<file path="src/source/csi2_pkg.sv">
//----------------------------------------------------------
// shared types and constants for the two-lane CSI-2 packet layer
// ECC is detect-only; payload checksum is not checked
// long packet word counts must be multiples of 4
//----------------------------------------------------------
package csi2_pkg;

    typedef logic [7:0]  byte_t;
    // byte 0 = lane 0 earlier cycle, byte 1 = lane 1 earlier,
    // byte 2 = lane 0 later cycle, byte 3 = lane 1 later
    typedef logic [31:0] word_t;
    typedef logic [5:0]  data_type_t;

    localparam byte_t      SYNC_BYTE      = 8'hB8;
    localparam data_type_t DT_FRAME_START = 6'h00;
    localparam data_type_t DT_FRAME_END   = 6'h01;
    localparam data_type_t DT_RAW8        = 6'h2A;

    // lane-to-lane skew in cycles, sets deskew depth
    localparam int MAX_SKEW = 2;
    localparam int SKEW_W   = $clog2(MAX_SKEW + 1);

    //----------------------------------------------------------
    // header word: [5:0] data type, [7:6] virtual channel (ignored)
    // [23:8] word count in bytes, [29:24] ECC, [31:30] zero
    //----------------------------------------------------------

    // hamming parity over the 24 header bits
    function automatic logic [5:0] ecc_parity(input logic [23:0] hdr);
        logic [5:0] p;
        p[0] = ^(hdr & 24'hF12CB7);
        p[1] = ^(hdr & 24'hF2555B);
        p[2] = ^(hdr & 24'h749A6D);
        p[3] = ^(hdr & 24'hB8E38E);
        p[4] = ^(hdr & 24'hDF03F0);
        p[5] = ^(hdr & 24'hEFFC00);
        return p;
    endfunction

endpackage

</file>
<file path="src/source/csi2_stream_if.sv">
//----------------------------------------------------------
// stage-to-stage stream, single-cycle valid, no back-pressure
// an item exists only in the cycle its valid is high
//----------------------------------------------------------
`timescale 1ns/10ps

interface csi2_stream_if
    import csi2_pkg::*;
#(
    parameter type payload_t = byte_t
) ();

    logic     valid;
    payload_t payload;
    // first item of a burst / final item before stop state
    logic     first;
    logic     last;

    modport source (output valid, output payload, output first, output last);
    modport sink   (input valid, input payload, input first, input last);

endinterface

</file>
<file path="src/source/lane_sync.sv">
//----------------------------------------------------------
// byte-aligned sync search on one lane; input bytes are
// already deserialized, bit alignment is not searched
//----------------------------------------------------------
`timescale 1ns/10ps

module lane_sync
    import csi2_pkg::*;
(
    input  logic          pixel_clk,
    input  logic          reset,
    input  logic          stop_state_i,
    input  byte_t         lane_byte_i,
    csi2_stream_if.source lane_o
);

    typedef enum logic [1:0] {ST_STOP, ST_SEARCH, ST_ACTIVE} state_t;

    state_t state;
    logic   valid_q;
    logic   first_q;
    logic   first_pend;
    byte_t  data_q;

    always_ff @(posedge pixel_clk or posedge reset)
    begin
        if (reset)
        begin
            state      <= ST_SEARCH;
            valid_q    <= 1'b0;
            first_q    <= 1'b0;
            first_pend <= 1'b0;
        end
        else
        begin
            valid_q <= 1'b0;
            first_q <= 1'b0;
            if (stop_state_i)
                state <= ST_STOP;
            else
            begin
                case (state)
                    ST_STOP, ST_SEARCH:
                    begin
                        // discard until the sync byte arms the lane
                        if (lane_byte_i == SYNC_BYTE)
                        begin
                            state      <= ST_ACTIVE;
                            first_pend <= 1'b1;
                        end
                        else
                            state <= ST_SEARCH;
                    end
                    ST_ACTIVE:
                    begin
                        valid_q    <= 1'b1;
                        first_q    <= first_pend;
                        first_pend <= 1'b0;
                    end
                    default:
                        state <= ST_SEARCH;
                endcase
            end
        end
    end

    always_ff @(posedge pixel_clk)
    begin
        data_q <= lane_byte_i;
    end

    assign lane_o.valid   = valid_q;
    assign lane_o.payload = data_q;
    assign lane_o.first   = first_q;
    // held byte is the final one once stop state is back
    assign lane_o.last    = valid_q & stop_state_i;

endmodule

</file>
<file path="src/source/lane_merge.sv">
//----------------------------------------------------------
// deskews two lanes by up to MAX_SKEW cycles and packs two
// byte pairs per word; a half word at burst end is dropped
//----------------------------------------------------------
`timescale 1ns/10ps

module lane_merge
    import csi2_pkg::*;
(
    input  logic          pixel_clk,
    input  logic          reset,
    csi2_stream_if.sink   lane0_i,
    csi2_stream_if.sink   lane1_i,
    csi2_stream_if.source word_o
);

    byte_t             dl0 [MAX_SKEW];
    byte_t             dl1 [MAX_SKEW];
    byte_t             tap0 [MAX_SKEW + 1];
    byte_t             tap1 [MAX_SKEW + 1];
    logic              waiting_q;
    logic              locked_q;
    logic              early0_q;
    logic [SKEW_W-1:0] skew_q;
    logic              half_q;
    logic              first_pend_q;
    logic [15:0]       lo_q;
    logic              word_valid_q;
    logic              word_first_q;
    logic              word_last_q;
    word_t             word_q;
    logic              cur_early0;
    logic [SKEW_W-1:0] cur_skew;
    logic              late_first;
    logic              late_valid;
    logic              late_last;
    logic              start_now;
    logic              pair_valid;
    logic              pair_last;
    logic              load_lo;
    byte_t             pair0;
    byte_t             pair1;

    // delay lines, either lane may be the early one
    always_ff @(posedge pixel_clk)
    begin
        dl0[0] <= lane0_i.payload;
        dl1[0] <= lane1_i.payload;
        for (int k = 1; k < MAX_SKEW; k++)
        begin
            dl0[k] <= dl0[k-1];
            dl1[k] <= dl1[k-1];
        end
    end

    always_comb
    begin
        tap0[0] = lane0_i.payload;
        tap1[0] = lane1_i.payload;
        for (int k = 1; k <= MAX_SKEW; k++)
        begin
            tap0[k] = dl0[k-1];
            tap1[k] = dl1[k-1];
        end
    end

    assign cur_early0 = (locked_q | waiting_q) & early0_q;
    assign cur_skew   = (locked_q | waiting_q) ? skew_q : '0;
    assign late_first = cur_early0 ? lane1_i.first : lane0_i.first;
    assign late_valid = cur_early0 ? lane1_i.valid : lane0_i.valid;
    assign late_last  = cur_early0 ? lane1_i.last  : lane0_i.last;

    // first pair once the late lane starts
    assign start_now  = waiting_q ? late_first
                                  : (~locked_q & lane0_i.first & lane1_i.first);
    assign pair_valid = start_now | (locked_q & late_valid);
    assign pair_last  = pair_valid & late_last;
    assign load_lo    = pair_valid & (start_now | ~half_q);
    assign pair0      = cur_early0 ? tap0[cur_skew] : lane0_i.payload;
    assign pair1      = cur_early0 ? lane1_i.payload : tap1[cur_skew];

    //----------------------------------------------------------
    // skew measure and lock
    //----------------------------------------------------------
    always_ff @(posedge pixel_clk or posedge reset)
    begin
        if (reset)
        begin
            waiting_q    <= 1'b0;
            locked_q     <= 1'b0;
            early0_q     <= 1'b0;
            skew_q       <= '0;
            half_q       <= 1'b0;
            first_pend_q <= 1'b0;
            word_valid_q <= 1'b0;
            word_first_q <= 1'b0;
            word_last_q  <= 1'b0;
        end
        else
        begin
            word_valid_q <= 1'b0;
            word_first_q <= 1'b0;
            word_last_q  <= 1'b0;
            if (waiting_q)
            begin
                if (late_first)
                begin
                    waiting_q <= 1'b0;
                    locked_q  <= ~pair_last;
                end
                else if (skew_q == SKEW_W'(MAX_SKEW))
                    waiting_q <= 1'b0;
                else
                    skew_q <= skew_q + 1'b1;
            end
            else if (locked_q)
            begin
                if (pair_last)
                    locked_q <= 1'b0;
            end
            else if (lane0_i.first & lane1_i.first)
            begin
                locked_q <= ~pair_last;
                early0_q <= 1'b0;
                skew_q   <= '0;
            end
            else if (lane0_i.first | lane1_i.first)
            begin
                waiting_q <= 1'b1;
                early0_q  <= lane0_i.first;
                skew_q    <= SKEW_W'(1);
            end

            // two pairs per word
            if (start_now)
                first_pend_q <= 1'b1;
            if (load_lo)
                half_q <= ~pair_last;
            else if (pair_valid)
            begin
                half_q       <= 1'b0;
                word_valid_q <= 1'b1;
                word_first_q <= first_pend_q;
                word_last_q  <= pair_last;
                first_pend_q <= 1'b0;
            end
        end
    end

    always_ff @(posedge pixel_clk)
    begin
        if (load_lo)
            lo_q <= {pair1, pair0};
        else if (pair_valid)
            word_q <= {pair1, pair0, lo_q};
    end

    assign word_o.valid   = word_valid_q;
    assign word_o.payload = word_q;
    assign word_o.first   = word_first_q;
    assign word_o.last    = word_last_q;

endmodule

</file>
<file path="src/source/packet_header.sv">
//----------------------------------------------------------
// first word of each burst is the packet header; ECC errors
// are flagged only, never corrected
//----------------------------------------------------------
`timescale 1ns/10ps

module packet_header
    import csi2_pkg::*;
(
    input  logic          pixel_clk,
    input  logic          reset,
    csi2_stream_if.sink   word_i,
    csi2_stream_if.source payload_o,
    output logic          header_ok_o,
    output data_type_t    data_type_o,
    output logic [15:0]   word_count_o
);

    logic  hdr_in;
    logic  hdr_good;
    logic  valid_q;
    logic  first_q;
    logic  last_q;
    word_t data_q;

    assign hdr_in = word_i.valid & word_i.first;

    // received ECC against recomputed parity, spare bits zero
    assign hdr_good = (word_i.payload[29:24] == ecc_parity(word_i.payload[23:0]))
                      && (word_i.payload[31:30] == 2'b00);

    always_ff @(posedge pixel_clk or posedge reset)
    begin
        if (reset)
        begin
            valid_q     <= 1'b0;
            first_q     <= 1'b0;
            last_q      <= 1'b0;
            header_ok_o <= 1'b0;
        end
        else
        begin
            valid_q     <= word_i.valid;
            first_q     <= hdr_in;
            last_q      <= word_i.valid & word_i.last;
            header_ok_o <= hdr_in & hdr_good;
        end
    end

    //----------------------------------------------------------
    // header fields, held until the next header
    //----------------------------------------------------------
    always_ff @(posedge pixel_clk)
    begin
        data_q <= word_i.payload;
        if (hdr_in)
        begin
            data_type_o  <= word_i.payload[5:0];
            word_count_o <= word_i.payload[23:8];
        end
    end

    // first doubles as the header-valid flag
    assign payload_o.valid   = valid_q;
    assign payload_o.payload = data_q;
    assign payload_o.first   = first_q;
    assign payload_o.last    = last_q;

endmodule

</file>
<file path="src/source/payload_unpack.sv">
//----------------------------------------------------------
// RAW8 only; words past the word count (checksum, trailer)
// are dropped. outputs are strobes with no back-pressure
//----------------------------------------------------------
`timescale 1ns/10ps

module payload_unpack
    import csi2_pkg::*;
(
    input  logic        pixel_clk,
    input  logic        reset,
    csi2_stream_if.sink payload_i,
    input  logic        header_ok_i,
    input  data_type_t  data_type_i,
    input  logic [15:0] word_count_i,
    output logic        word_valid_o,
    output word_t       word_data_o,
    output logic        frame_start_o,
    output logic        frame_end_o,
    output logic        ecc_error_o
);

    logic        hdr;
    logic        body;
    logic        raw8_ok;
    logic [13:0] words_left;

    assign hdr     = payload_i.valid & payload_i.first;
    assign body    = payload_i.valid & ~payload_i.first;
    assign raw8_ok = header_ok_i && (data_type_i == DT_RAW8);

    always_ff @(posedge pixel_clk or posedge reset)
    begin
        if (reset)
        begin
            word_valid_o  <= 1'b0;
            frame_start_o <= 1'b0;
            frame_end_o   <= 1'b0;
            ecc_error_o   <= 1'b0;
            words_left    <= '0;
        end
        else
        begin
            word_valid_o  <= body && (words_left != '0);
            ecc_error_o   <= hdr & ~header_ok_i;
            frame_start_o <= hdr && header_ok_i && (data_type_i == DT_FRAME_START);
            frame_end_o   <= hdr && header_ok_i && (data_type_i == DT_FRAME_END);

            // count in 32-bit words
            if (hdr)
                words_left <= raw8_ok ? word_count_i[15:2] : '0;
            else if (body)
            begin
                if (payload_i.last)
                    words_left <= '0;
                else if (words_left != '0)
                    words_left <= words_left - 1'b1;
            end
        end
    end

    always_ff @(posedge pixel_clk)
    begin
        if (body)
            word_data_o <= payload_i.payload;
    end

endmodule

</file>
<file path="src/source/csi2_rx.sv">
//----------------------------------------------------------
// two-lane CSI-2 packet layer, all in pixel_clk
// lane bytes must already be deserialized and byte-clocked
//----------------------------------------------------------
`timescale 1ns/10ps

module csi2_rx
    import csi2_pkg::*;
(
    input  logic       pixel_clk,
    input  logic       reset,
    input  logic       lp_dp_i,
    input  logic       lp_dn_i,
    input  byte_t      lane0_byte_i,
    input  byte_t      lane1_byte_i,
    output logic       word_valid_o,
    output word_t      word_data_o,
    output logic       frame_start_o,
    output logic       frame_end_o,
    output logic       ecc_error_o
);

    logic        stop_state;
    logic        header_ok;
    data_type_t  data_type;
    logic [15:0] word_count;

    csi2_stream_if #(.payload_t(byte_t)) lane0_if ();
    csi2_stream_if #(.payload_t(byte_t)) lane1_if ();
    csi2_stream_if #(.payload_t(word_t)) word_if ();
    csi2_stream_if #(.payload_t(word_t)) payload_if ();

    // LP-11 on the pair means stop state
    assign stop_state = lp_dp_i & lp_dn_i;

    lane_sync u_lane_sync0 (
        .pixel_clk    (pixel_clk),
        .reset        (reset),
        .stop_state_i (stop_state),
        .lane_byte_i  (lane0_byte_i),
        .lane_o       (lane0_if)
    );

    lane_sync u_lane_sync1 (
        .pixel_clk    (pixel_clk),
        .reset        (reset),
        .stop_state_i (stop_state),
        .lane_byte_i  (lane1_byte_i),
        .lane_o       (lane1_if)
    );

    lane_merge u_lane_merge (
        .pixel_clk (pixel_clk),
        .reset     (reset),
        .lane0_i   (lane0_if),
        .lane1_i   (lane1_if),
        .word_o    (word_if)
    );

    packet_header u_packet_header (
        .pixel_clk    (pixel_clk),
        .reset        (reset),
        .word_i       (word_if),
        .payload_o    (payload_if),
        .header_ok_o  (header_ok),
        .data_type_o  (data_type),
        .word_count_o (word_count)
    );

    payload_unpack u_payload_unpack (
        .pixel_clk     (pixel_clk),
        .reset         (reset),
        .payload_i     (payload_if),
        .header_ok_i   (header_ok),
        .data_type_i   (data_type),
        .word_count_i  (word_count),
        .word_valid_o  (word_valid_o),
        .word_data_o   (word_data_o),
        .frame_start_o (frame_start_o),
        .frame_end_o   (frame_end_o),
        .ecc_error_o   (ecc_error_o)
    );

endmodule

</file>
<file path="config.mk">
export PLATFORM = sky130hd
export DESIGN_NAME = csi2_rx
export DESIGN_NICKNAME = d
export VERILOG_FILES = /design/src/source/csi2_pkg.sv /design/src/source/csi2_stream_if.sv /design/src/source/lane_sync.sv /design/src/source/lane_merge.sv /design/src/source/packet_header.sv /design/src/source/payload_unpack.sv /design/src/source/csi2_rx.sv
export SDC_FILE = /design/constraint.sdc
export NUM_CORES = 1
export LEC_CHECK = 0
export CORE_ASPECT_RATIO = 1.75
export CORE_UTILIZATION = 65
export DETAILED_ROUTE_END_ITERATION = 16
export DONT_BUFFER_PORTS = 1
export PLACE_DENSITY = 0.87
export SLEW_MARGIN = 20
export SYNTH_ARGS = -nofsm -noshare
export SYNTH_HDL_FRONTEND = slang
export SYNTH_SLANG_ARGS = --single-unit
</file>
<file path="constraint.sdc">
create_clock -name pixel_clk -period 5.4 [get_ports pixel_clk]
set_clock_uncertainty 0.1 [all_clocks]
set_input_delay 0.27 -clock pixel_clk [delete_from_list [all_inputs] [get_ports pixel_clk]]
set_output_delay 0.27 -clock pixel_clk [all_outputs]
set_load 0.01 [all_outputs]
</file>
==> flow_summary_export.csv, run 1 <==
group,metric,value,unit
synth,async_reset_ff_share,18.9,%
pwr,power_leakage,3.22,nW
route,vias,4208,
timing,fin_tns_setup,0,ns
synth,netlist_instances,534,
pwr,powerDensity,403,nW/um^2
critical_path,worstPathArrival,2.90,ns
die,coreArea,11500,um^2
cells_and_area,utilization,74.9,%
run_status,failed_checks,"DRC",
critical_path,cp.required,5.69,ns
critical_path,crit_fanout,27,
global_routing,grt_pass1_vias,4406,
global_routing,antenna_found_initial,0,
cts,clock_path_buffers,3,
cells_and_area,final_area,8630,um^2
route,vias_per_cell,5.87,
route,wl_per_cell,20.0,um
cells_and_area,final_cell_mix,"edfxtp_1, dfxtp_1, nor2_1, dfrtp_1, a21oi_1",
route,ant_nets,0,
placed_design,dpl.hpwl,9440,um
route,drt_drc_violations_left,6,
synth,synth_fp_nets,560,
cts,clock-sinks,222,
global_routing,grt_pass1_wl,22300,um
timing,fmax,382,MHz
cts,cts_tree,"built",
cells_and_area,drive_above_1_share,7.90,%
synth,synth-main-ff-cell,"edfxtp_1",
synth,synth_seq_cells,222,
placed_design,placed_area,7800,um^2
timing,finalCriticalPeriod,2.62,ns
die,pin_count,56,
synth,synth_top_area_cell,"edfxtp_1",
cts,cts_buffers,19,
die,row_count,52,
cells_and_area,final_common_cell,"edfxtp_1",
cells_and_area,area_growth,13.2,%
die,die_y,145,um
die,dieWidth,83.9,um
critical_path,worst-r2r-cell-count,6,
timing,rsz0062_at_grt,"false",
cells_and_area,fin_nets,595,
synth,yosysSeqAreaShare,74.2,%
synth,ys_types,50,
critical_path,worst_setup_path_start_kind,"flip-flop",
job,maxCapViolCount,0,
timing,min_period_over_period,48.4,%
timing,hold-worst-slack,0.0690,ns
global_routing,grt_max_degree,43,
critical_path,worst-setup-path-type,"reg2reg",
placed_design,gp_congestion,0.882,
placed_design,dp_cells,664,
global_routing,grt_util_all_layers,24.1,%
synth,syn_area,7620,um^2
cts,clock-root-buffer,"clkbuf_16",
synth,synth_area_per_cell,14.3,um^2
placed_design,io_buffers,0,
synth,synth_top_area_share,39.4,%
timing,final_max_slew_viol_count,0,
cts,worstSkewPairLatency,0.49,ns
route,drtIter0Drc,219,
cts,clk_pin_slew,0.06,ns
cells_and_area,diodes,0,
synth,synth_edf_count,100,
cts,htree_levels,1,
timing,final-hold-violation-count,0,
route,firstDrtPassIters,11,
timing,slew_headroom,32.5,%
synth,synthTopCellsByArea,"edfxtp_1, dfxtp_1, dfrtp_1",
die,dieArea,12200,um^2
min_path,hp-class,"in2reg",
cells_and_area,stdcell_count,717,
critical_path,endpoint_kind,"flip-flop",
route,wirelength,14300,um
die,start_util,66.2,%
cts,cts_setup_buffers,0,
global_routing,grt_overflow,0,
run_status,status,"complete, but fails checks",
timing,setup_viol,0,
synth,yosys_warnings,0,
pwr,peakVddDrop,0.357,mV
timing,tightest_slew,1.01,ns
min_path,holdPathStages,3,
-- where the power goes --
part / total, W / leakage (nW) / switching, W / internal (W)
clock network: 0.00138 / 0.318 / 0.000562 / 0.000822
registers: 0.00184 / 2.13 / 0.0000361 / 0.00180
logic: 0.000256 / 0.774 / 0.000165 / 0.0000910
-- through the flow --
| stage | setup slack (ns) | total power, W |
|---|---|---|
| floorplan | 2.99 | 0.00204 |
| global placement | 2.93 | 0.00209 |
| detailed placement | 2.79 | 0.00211 |
| CTS | 2.78 | 0.00349 |
| global route | 2.56 | 0.00358 |
| finish | 2.78 | 0.00348 |
-- per-layer routing --
layer  GRT usage [%]  up-vias  wire length (um)
met5               0        -                 0
met4            9.40        0               461
met3            2.84       31               478
met2            47.9      142              8380
met1            24.8     2057              5000
li1                -     1978                 -
-- cells in the mapped netlist, types with 4 or more instances --
| library cell | count |
|---|---|
| a21o_1 | 16 |
| a21oi_1 | 32 |
| a22oi_1 | 5 |
| a31oi_1 | 5 |
| and2_1 | 12 |
| clkbuf_1 | 9 |
| dfrtp_1 | 40 |
| dfxtp_1 | 80 |
| edfxtp_1 | 100 |
| ha_1 | 6 |
| inv_1 | 9 |
| nand2_1 | 12 |
| nand2b_1 | 6 |
| nand4_1 | 4 |
| nor2_1 | 49 |
| nor2b_1 | 5 |
| nor3_1 | 7 |
| o21ai_0 | 31 |
| o21ai_1 | 18 |
| xnor2_1 | 31 |
| xor2_1 | 12 |
-- state kept, by name, indices dropped and copies added, names as in the netlist, 2 cells and up --
register	count
u_payload_unpack.words_left	14
u_lane_merge.lo_q	16
u_lane_merge.dl0	16
u_lane_sync0.lane_o.payload	8
u_lane_sync1.lane_o.payload	8
u_lane_sync1.state	2
u_packet_header.word_count_o	14
u_packet_header.data_type_o	6
u_lane_sync0.state	2
u_lane_merge.dl1	16
u_packet_header.payload_o.payload	32
u_payload_unpack.word_data_o	32
u_lane_merge.word_o.payload	32
u_lane_merge.skew_q	2
-- path summary, 6_finish.rpt --
kind,startpoint,end,slack (ns)
max,u_payload_unpack.words_left[5],u_payload_unpack.words_left[8],2.78
min,lane1_byte_i[4],u_lane_sync1.state[1],0.07
max reg2reg,u_payload_unpack.words_left[5],u_payload_unpack.words_left[8],2.78
min reg2reg,u_lane_merge.dl1[0][3],u_lane_merge.dl1[0][11],0.25
max in group asynchronous,reset,u_lane_sync0.state[0],4.54
min in group asynchronous,reset,u_payload_unpack.frame_end_o,0.28
-- critical path, stage by stage, from the launching register on --
cell and delay [ns]:
dfrtp_1 0.39, or3_1 0.48, nor4_4 0.27, nand4_1 0.19, o21ai_2 0.77, o21ai_0 0.22, o21ai_1 0.12
-- logic make-up after synthesis --
family | share of synthesized area (%)
AO/OA/AOI/OAI | 9.41
XOR/XNOR | 6.19
adder cells (fa/ha/maj) | 0.985
buffers and inverters | 1.15
flip-flops | 74.2
multiplexers | 0.689
AND/OR/NAND/NOR | 7.35
-- layout make-up --
cell class                      instances  area [um^2]
Timing Repair Buffer                   26          243
Tap cell                              135          169
Inverter                               10         37.5
Clock buffer                           24          514
Sequential cell                       222         5660
Fill cell                             664         2890
Clock inverter                         10          130
Multi-Input combinational cell        290         1880
-- what timing repair did --
action,CTS,global route
hold buffers,19,0
endpoints found under the hold margin,59,0
resized for setup,0,0
(Power assumes the default switching activity.)
==> run 2: changes to the inputs <==
--- a/config.mk
+++ b/config.mk
@@ -6,10 +6,10 @@
 export NUM_CORES = 1
 export LEC_CHECK = 0
 export CORE_ASPECT_RATIO = 1.75
-export CORE_UTILIZATION = 65
+export CORE_UTILIZATION = 56
 export DETAILED_ROUTE_END_ITERATION = 16
 export DONT_BUFFER_PORTS = 1
-export PLACE_DENSITY = 0.87
+export PLACE_DENSITY = 0.8
 export SLEW_MARGIN = 20
 export SYNTH_ARGS = -nofsm -noshare
 export SYNTH_HDL_FRONTEND = slang
==> constraint.sdc (replaced) <==
create_clock -name pixel_clk -period 2.4 [get_ports pixel_clk]
set_clock_uncertainty 0.1 [all_clocks]
set_input_delay 0.12 -clock pixel_clk [delete_from_list [all_inputs] [get_ports pixel_clk]]
set_output_delay 0.12 -clock pixel_clk [all_outputs]
set_load 0.01 [all_outputs]
==> flow_summary_export.csv, run 2 (same netlist as run 1, synthesis figures left out) <==
group,metric,value,unit
run_status,status,"finished, final reports clean",
cells_and_area,area.sequential,5660,um^2
timing,slew_headroom,36.5,%
cts,clk_pin_slew,0.06,ns
pwr,pwr-share-comb,7.6,%
die,row_count,56,
cts,clock_path_buffers,3,
global_routing,grt_overflow,0,
timing,finalCriticalPeriod,2.25,ns
die,coreArea,13300,um^2
pwr,seqPwrFrac,52.9,%
critical_path,worstPathArrival,2.52,ns
global_routing,grt_pass1_vias,4391,
critical_path,worst-setup-path-type,"reg2reg",
global_routing,grtUsageMet2,40.4,%
pwr,p_sw_share,22.1,%
pwr,power.internal,0.00608,W
placed_design,io_buffers,0,
cts,worstSkewPairLatency,0.49,ns
route,vias,4168,
timing,setup_ws,0.152,ns
route,firstDrtPassIters,4,
critical_path,cp.required,2.67,ns
critical_path,cp_common_cell,"xnor2_1",
pwr,power_leakage,3.28,nW
global_routing,antenna_found_initial,0,
cells_and_area,area_growth,15.1,%
global_routing,grt_pass1_wl,22100,um
cts,cts_setup_buffers,0,
route,vias_per_cell,5.43,
critical_path,crit_path_max_incr_delay,0.47,ns
timing,setup_viol,0,
cells_and_area,fin_nets,606,
timing,final_max_slew_viol_count,0,
pwr,powerDensity,890,nW/um^2
cts,cts_tree,"built",
die,die_y,156,um
pwr,switchingPower,0.00172,W
cts,htree_levels,1,
timing,min_period_over_period,93.7,%
cells_and_area,final_common_cell,"edfxtp_1",
cells_and_area,multi_input_area,1880,um^2
timing,tightest_slew,0.946,ns
cts,clock-root-buffer,"clkbuf_16",
cells_and_area,final_cell_mix,"edfxtp_1, dfxtp_1, nor2_1, dfrtp_1, a21oi_1",
min_path,hp-class,"in2reg",
cts,cts-hold-fix-buffers,20,
cells_and_area,drive_above_1_share,9.95,%
critical_path,worst_setup_path_start_kind,"flip-flop",
cts,clock-sinks,222,
die,dieArea,14100,um^2
route,drt_drc_violations_left,0,
cells_and_area,diodes,0,
global_routing,busiest_layer,"met2",
cts,cts_buffers,19,
cts,cts_resized,0,
die,dieWidth,90.2,um
critical_path,path_delay_family,"XOR/XNOR gates",
global_routing,grt_max_degree,37,
placed_design,dpl.hpwl,9950,um
pwr,peakVddDrop,0.843,mV
placed_design,preCtsSetupSlack,0.189,ns
die,start_util,57.3,%
die,pin_count,56,
timing,final-hold-violation-count,0,
route,drtIter0Drc,165,
critical_path,crit_buf_inv,0,
pwr,power.share.clock,39.5,%
route,ant_nets,0,
cells_and_area,n_fill_cell,932,
critical_path,endpoint_kind,"flip-flop",
critical_path,crit_chain,"xor2_1, xnor2_1, xnor2_1, xnor2_1, or3_1, a2111oi_2",
critical_path,crit_fanout,4,
placed_design,gp_congestion,0.834,
global_routing,grt_use_met3,2.92,%
critical_path,cp_slowest_cell,"edfxtp_1",
timing,fmax,445,MHz
job,maxCapViolCount,0,
global_routing,grt_util_all_layers,20.3,%
timing,rsz0062_at_grt,"false",
timing,fin_tns_setup,0,ns
route,wl_per_cell,18.0,um
global_routing,grt_use_met1,20.6,%
route,wirelength,13800,um
run 2: power groups by stage:
stage	clock [W]	combinational [W]	sequential (W)
3_5_place_dp	0	0.000558	0.00421
3_3_place_gp	0	0.000533	0.00420
4_1_cts	0.00313	0.000590	0.00413
5_1_grt	0.00328	0.000655	0.00414
2_1_floorplan	0	0.000408	0.00418
6_report	0.00308	0.000590	0.00413
run 2: layout make-up:
type	instances	area share [%]
multi-input cells	290	21.5
clock inverters	9	1.14
repair buffers	37	3.88
well taps	174	2.48
clock buffers	25	6.09
inverters	10	0.428
flip-flops and latches	222	64.5
run 2: path summary, 6_finish.rpt:
path / from / end / slack (ns) / depth (start not counted)
max: u_lane_merge.word_o.payload[14] / u_packet_header.header_ok_o / 0.15 / 6
min: lane0_byte_i[3] / u_lane_sync0.state[1] / 0.02 / 4
max reg2reg: u_lane_merge.word_o.payload[14] / u_packet_header.header_ok_o / 0.15 / 6
min reg2reg: u_lane_sync1.lane_o.payload[6] / u_lane_merge.dl1[0][6] / 0.25 / 0
max in group asynchronous: reset / u_lane_sync0.state[0] / 1.34 / 3
min in group asynchronous: reset / u_payload_unpack.words_left[2] / 0.08 / 2
run 2: tightest hold or removal path: stages:
cell	delay [ns]
nor4b_1	0.13
nand4_1	0.12
o21a_1	0.14
nor2_1	0.04
run 2: through the flow:
step                area (um^2)  utilization, %  total power, W  cells  hold slack [ns]
floorplan                  7620               -         0.00459    534           0.0477
global placement           7940            59.6         0.00474    713           0.0419
detailed placement         7940            59.6         0.00477    713           0.0478
CTS                        8770            65.9         0.00785    767           0.0134
global route               8770            65.9         0.00808    767           0.0493
finish                     8770            65.9         0.00781    767           0.0208
run 2: routing by layer:
layer / share of wire (%) / wire length (um) / up-vias
li1: - / - / 2002
met1: 36 / 4910 / 2025
met2: 58 / 7960 / 102
met3: 3.1 / 433 / 39
met4: 3.7 / 517 / 0
met5: 0 / 0 / -
==> run 3: changes to the inputs <==
--- a/config.mk
+++ b/config.mk
@@ -5,6 +5,7 @@
 export SDC_FILE = /design/constraint.sdc
 export NUM_CORES = 1
 export LEC_CHECK = 0
+export ABC_AREA = 1
 export CORE_ASPECT_RATIO = 1.75
 export CORE_UTILIZATION = 56
 export DETAILED_ROUTE_END_ITERATION = 16
==> flow_summary_export.csv, run 3 <==
group,metric,value,unit
critical_path,startpoint,"u_lane_merge.waiting_q",
global_routing,antenna_found_initial,0,
die,dieArea,15300,um^2
placed_design,io_buffers,0,
synth,synth_edf_count,100,
timing,rsz0062_at_grt,"false",
global_routing,grt_pass1_vias,5440,
synth,netlist_instances,761,
global_routing,grt_pass1_wl,25600,um
synth,synth_top_area_share,36.4,%
critical_path,reg2reg_to,"u_lane_merge.lo_q[1]",
timing,fin_tns_setup,0,ns
synth,async_reset_ff_share,18.9,%
pwr,powerDensity,999,nW/um^2
cts,htree_levels,1,
critical_path,rr_startpoint,"u_lane_merge.waiting_q",
placed_design,dpl.hpwl,11500,um
critical_path,worstPathArrival,2.21,ns
route,ant_nets,0,
route,vias_per_cell,5.26,
critical_path,cp_slowest_cell,"dfrtp_1",
cts,clk_pin_slew,0.06,ns
timing,slew_headroom,48.7,%
route,wirelength,15600,um
cells_and_area,area_growth,13.8,%
cts,clock_path_buffers,3,
route,firstDrtPassIters,4,
placed_design,preCtsSetupSlack,0.221,ns
timing,hold-worst-slack,0.0626,ns
pwr,power_leakage,4.03,nW
timing,final_max_slew_viol_count,0,
critical_path,cp.required,2.46,ns
run_status,status,"finished, final reports clean",
timing,finalCriticalPeriod,2.15,ns
cts,cts_setup_buffers,0,
critical_path,reg2reg_slack,0.25,ns
pwr,peakVddDrop,1.12,mV
global_routing,grt_overflow,0,
route,wl_per_cell,15.7,um
timing,setup_ws,0.248,ns
timing,min_period_over_period,89.7,%
die,row_count,58,
cells_and_area,diodes,0,
critical_path,worst_setup_path_start_kind,"flip-flop",
min_path,hp-class,"in2async",
route,vias,5224,
critical_path,worst-setup-path-type,"reg2reg",
cells_and_area,final_cell_mix,"nand2_1, edfxtp_1, inv_1, dfxtp_1, nor2_1",
die,start_util,57.5,%
route,drtIter0Drc,282,
critical_path,worst-r2r-cell-count,10,
critical_path,cp_common_cell,"nand2_1",
cts,clock-sinks,222,
cells_and_area,final_common_cell,"nand2_1",
cts,clock-root-buffer,"clkbuf_16",
synth,yosys_warnings,0,
synth,synth_area_per_cell,10.9,um^2
cts,cts_tree,"built",
critical_path,endpoint_kind,"flip-flop",
synth,synth-main-ff-cell,"edfxtp_1",
global_routing,grt_max_degree,34,
critical_path,path_delay_family,"simple AND/OR/NAND/NOR gates",
synth,yosysSeqAreaShare,68.5,%
timing,final-hold-violation-count,0,
synth,synthTopCellsByArea,"edfxtp_1, dfxtp_1, dfrtp_1",
synth,post-synth-top-count-cell,"nand2_1",
synth,synthTopCellsByCount,"nand2_1, edfxtp_1, inv_1",
timing,setup_viol,0,
critical_path,crit_path_max_incr_delay,0.42,ns
placed_design,gp_congestion,0.906,
synth,synth_fp_nets,787,
synth,synth_seq_cells,222,
synth,ys_types,45,
route,drt_drc_violations_left,0,
critical_path,crit_fanout,17,
critical_path,crit_buf_inv,3,
cells_and_area,drive_above_1_share,8.24,%
cts,worstSkewPairLatency,0.49,ns
synth,synth_top_area_cell,"edfxtp_1",
die,dieWidth,93.8,um
timing,fmax,465,MHz
job,maxCapViolCount,0,
synth,syn_area,8260,um^2
cells_and_area,fin_nets,825,
cts,cts_buffers,20,
global_routing,grt_util_all_layers,22.0,%
critical_path,crit_chain,"inv_2, nand2_2, nand2_2, o21ai_0, nand2_1, nand2_1, inv_1, nand2_1, nand2_1, clkinv_2",
timing,tightest_slew,0.765,ns
die,pin_count,56,
die,die_y,163,um
die,coreArea,14400,um^2
-- run 3: cell types whose count changed after synthesis, sizes merged, moves of 5 or more --
cell,change
nand2,+153
inv,+91
nand3,+43
xnor2,-16
a21o,-14
and2,-12
o21ai,+11
nor2,+10
clkbuf,-7
nand2b,-5
nor2b,-5
-- run 3: metal layers --
| layer | wire length, um | vias up | track usage, % |
|---|---|---|---|
| li1 | - | 2571 | - |
| met1 | 5060 | 2491 | 20.2 |
| met2 | 9370 | 119 | 44.5 |
| met3 | 494 | 43 | 3.08 |
| met4 | 701 | 0 | 11.3 |
| met5 | 0 | - | 0 |
-- run 3: how the worst max path moves through the flow --
stage | to | slack [ns] | cells past startpoint
detailed placement | u_lane_merge.lo_q[9] | 0.22 | 10
global placement | u_lane_merge.lo_q[9] | 0.31 | 10
global route | u_lane_merge.lo_q[0] | 0.01 | 10
CTS | u_lane_merge.lo_q[1] | 0.20 | 10
finish | u_lane_merge.lo_q[1] | 0.25 | 10
floorplan | u_payload_unpack.word_data_o[0] | 0.06 | 2
-- run 3: repair_timing --
item,in CTS,in global routing
setup endpoints to repair,0,16
hold buffers,19,0
resized for setup,0,1
hold endpoints to repair,69,0
-- run 3: layout make-up --
| type | instances | area (um^2) |
|---|---|---|
| sequential | 222 | 5660 |
| inverter | 101 | 380 |
| tap | 180 | 225 |
| multi-input combinational | 429 | 2170 |
| fill | 1074 | 4970 |
| clock inverter | 15 | 175 |
| clock buffer | 21 | 526 |
| timing repair buffer | 25 | 260 |
-- run 3: report_power, final --
group,internal (W),switching [W],leakage [nW]
sequential,0.00437,0.000252,2.13
clock,0.00202,0.00128,0.343
combinational,0.000497,0.000964,1.56
total,0.00689,0.00250,4.03
-- run 3: cells by family after synthesis --
| group | Yosys count | share of synthesized area, % |
|---|---|---|
| buffers and inverters | 110 | 5.35 |
| AOI/OAI and AO/OA | 101 | 6.79 |
| and+or+nand+nor | 293 | 15.3 |
| DFF | 222 | 68.5 |
| muxes | 1 | 0.136 |
| xor gates and xnor gates | 28 | 2.97 |
| adders and majority gates | 6 | 0.909 |
-- run 3: metrics by stage --
step                instances  area [um^2]  power [W]  util [%]
finish                    993         9400    0.00939      65.4
detailed placement        938         8510    0.00612      59.2
floorplan                 761         8270    0.00572         -
global placement          938         8510    0.00603      59.2
global route              993         9400    0.00982      65.4
CTS                       993         9400    0.00945      65.4
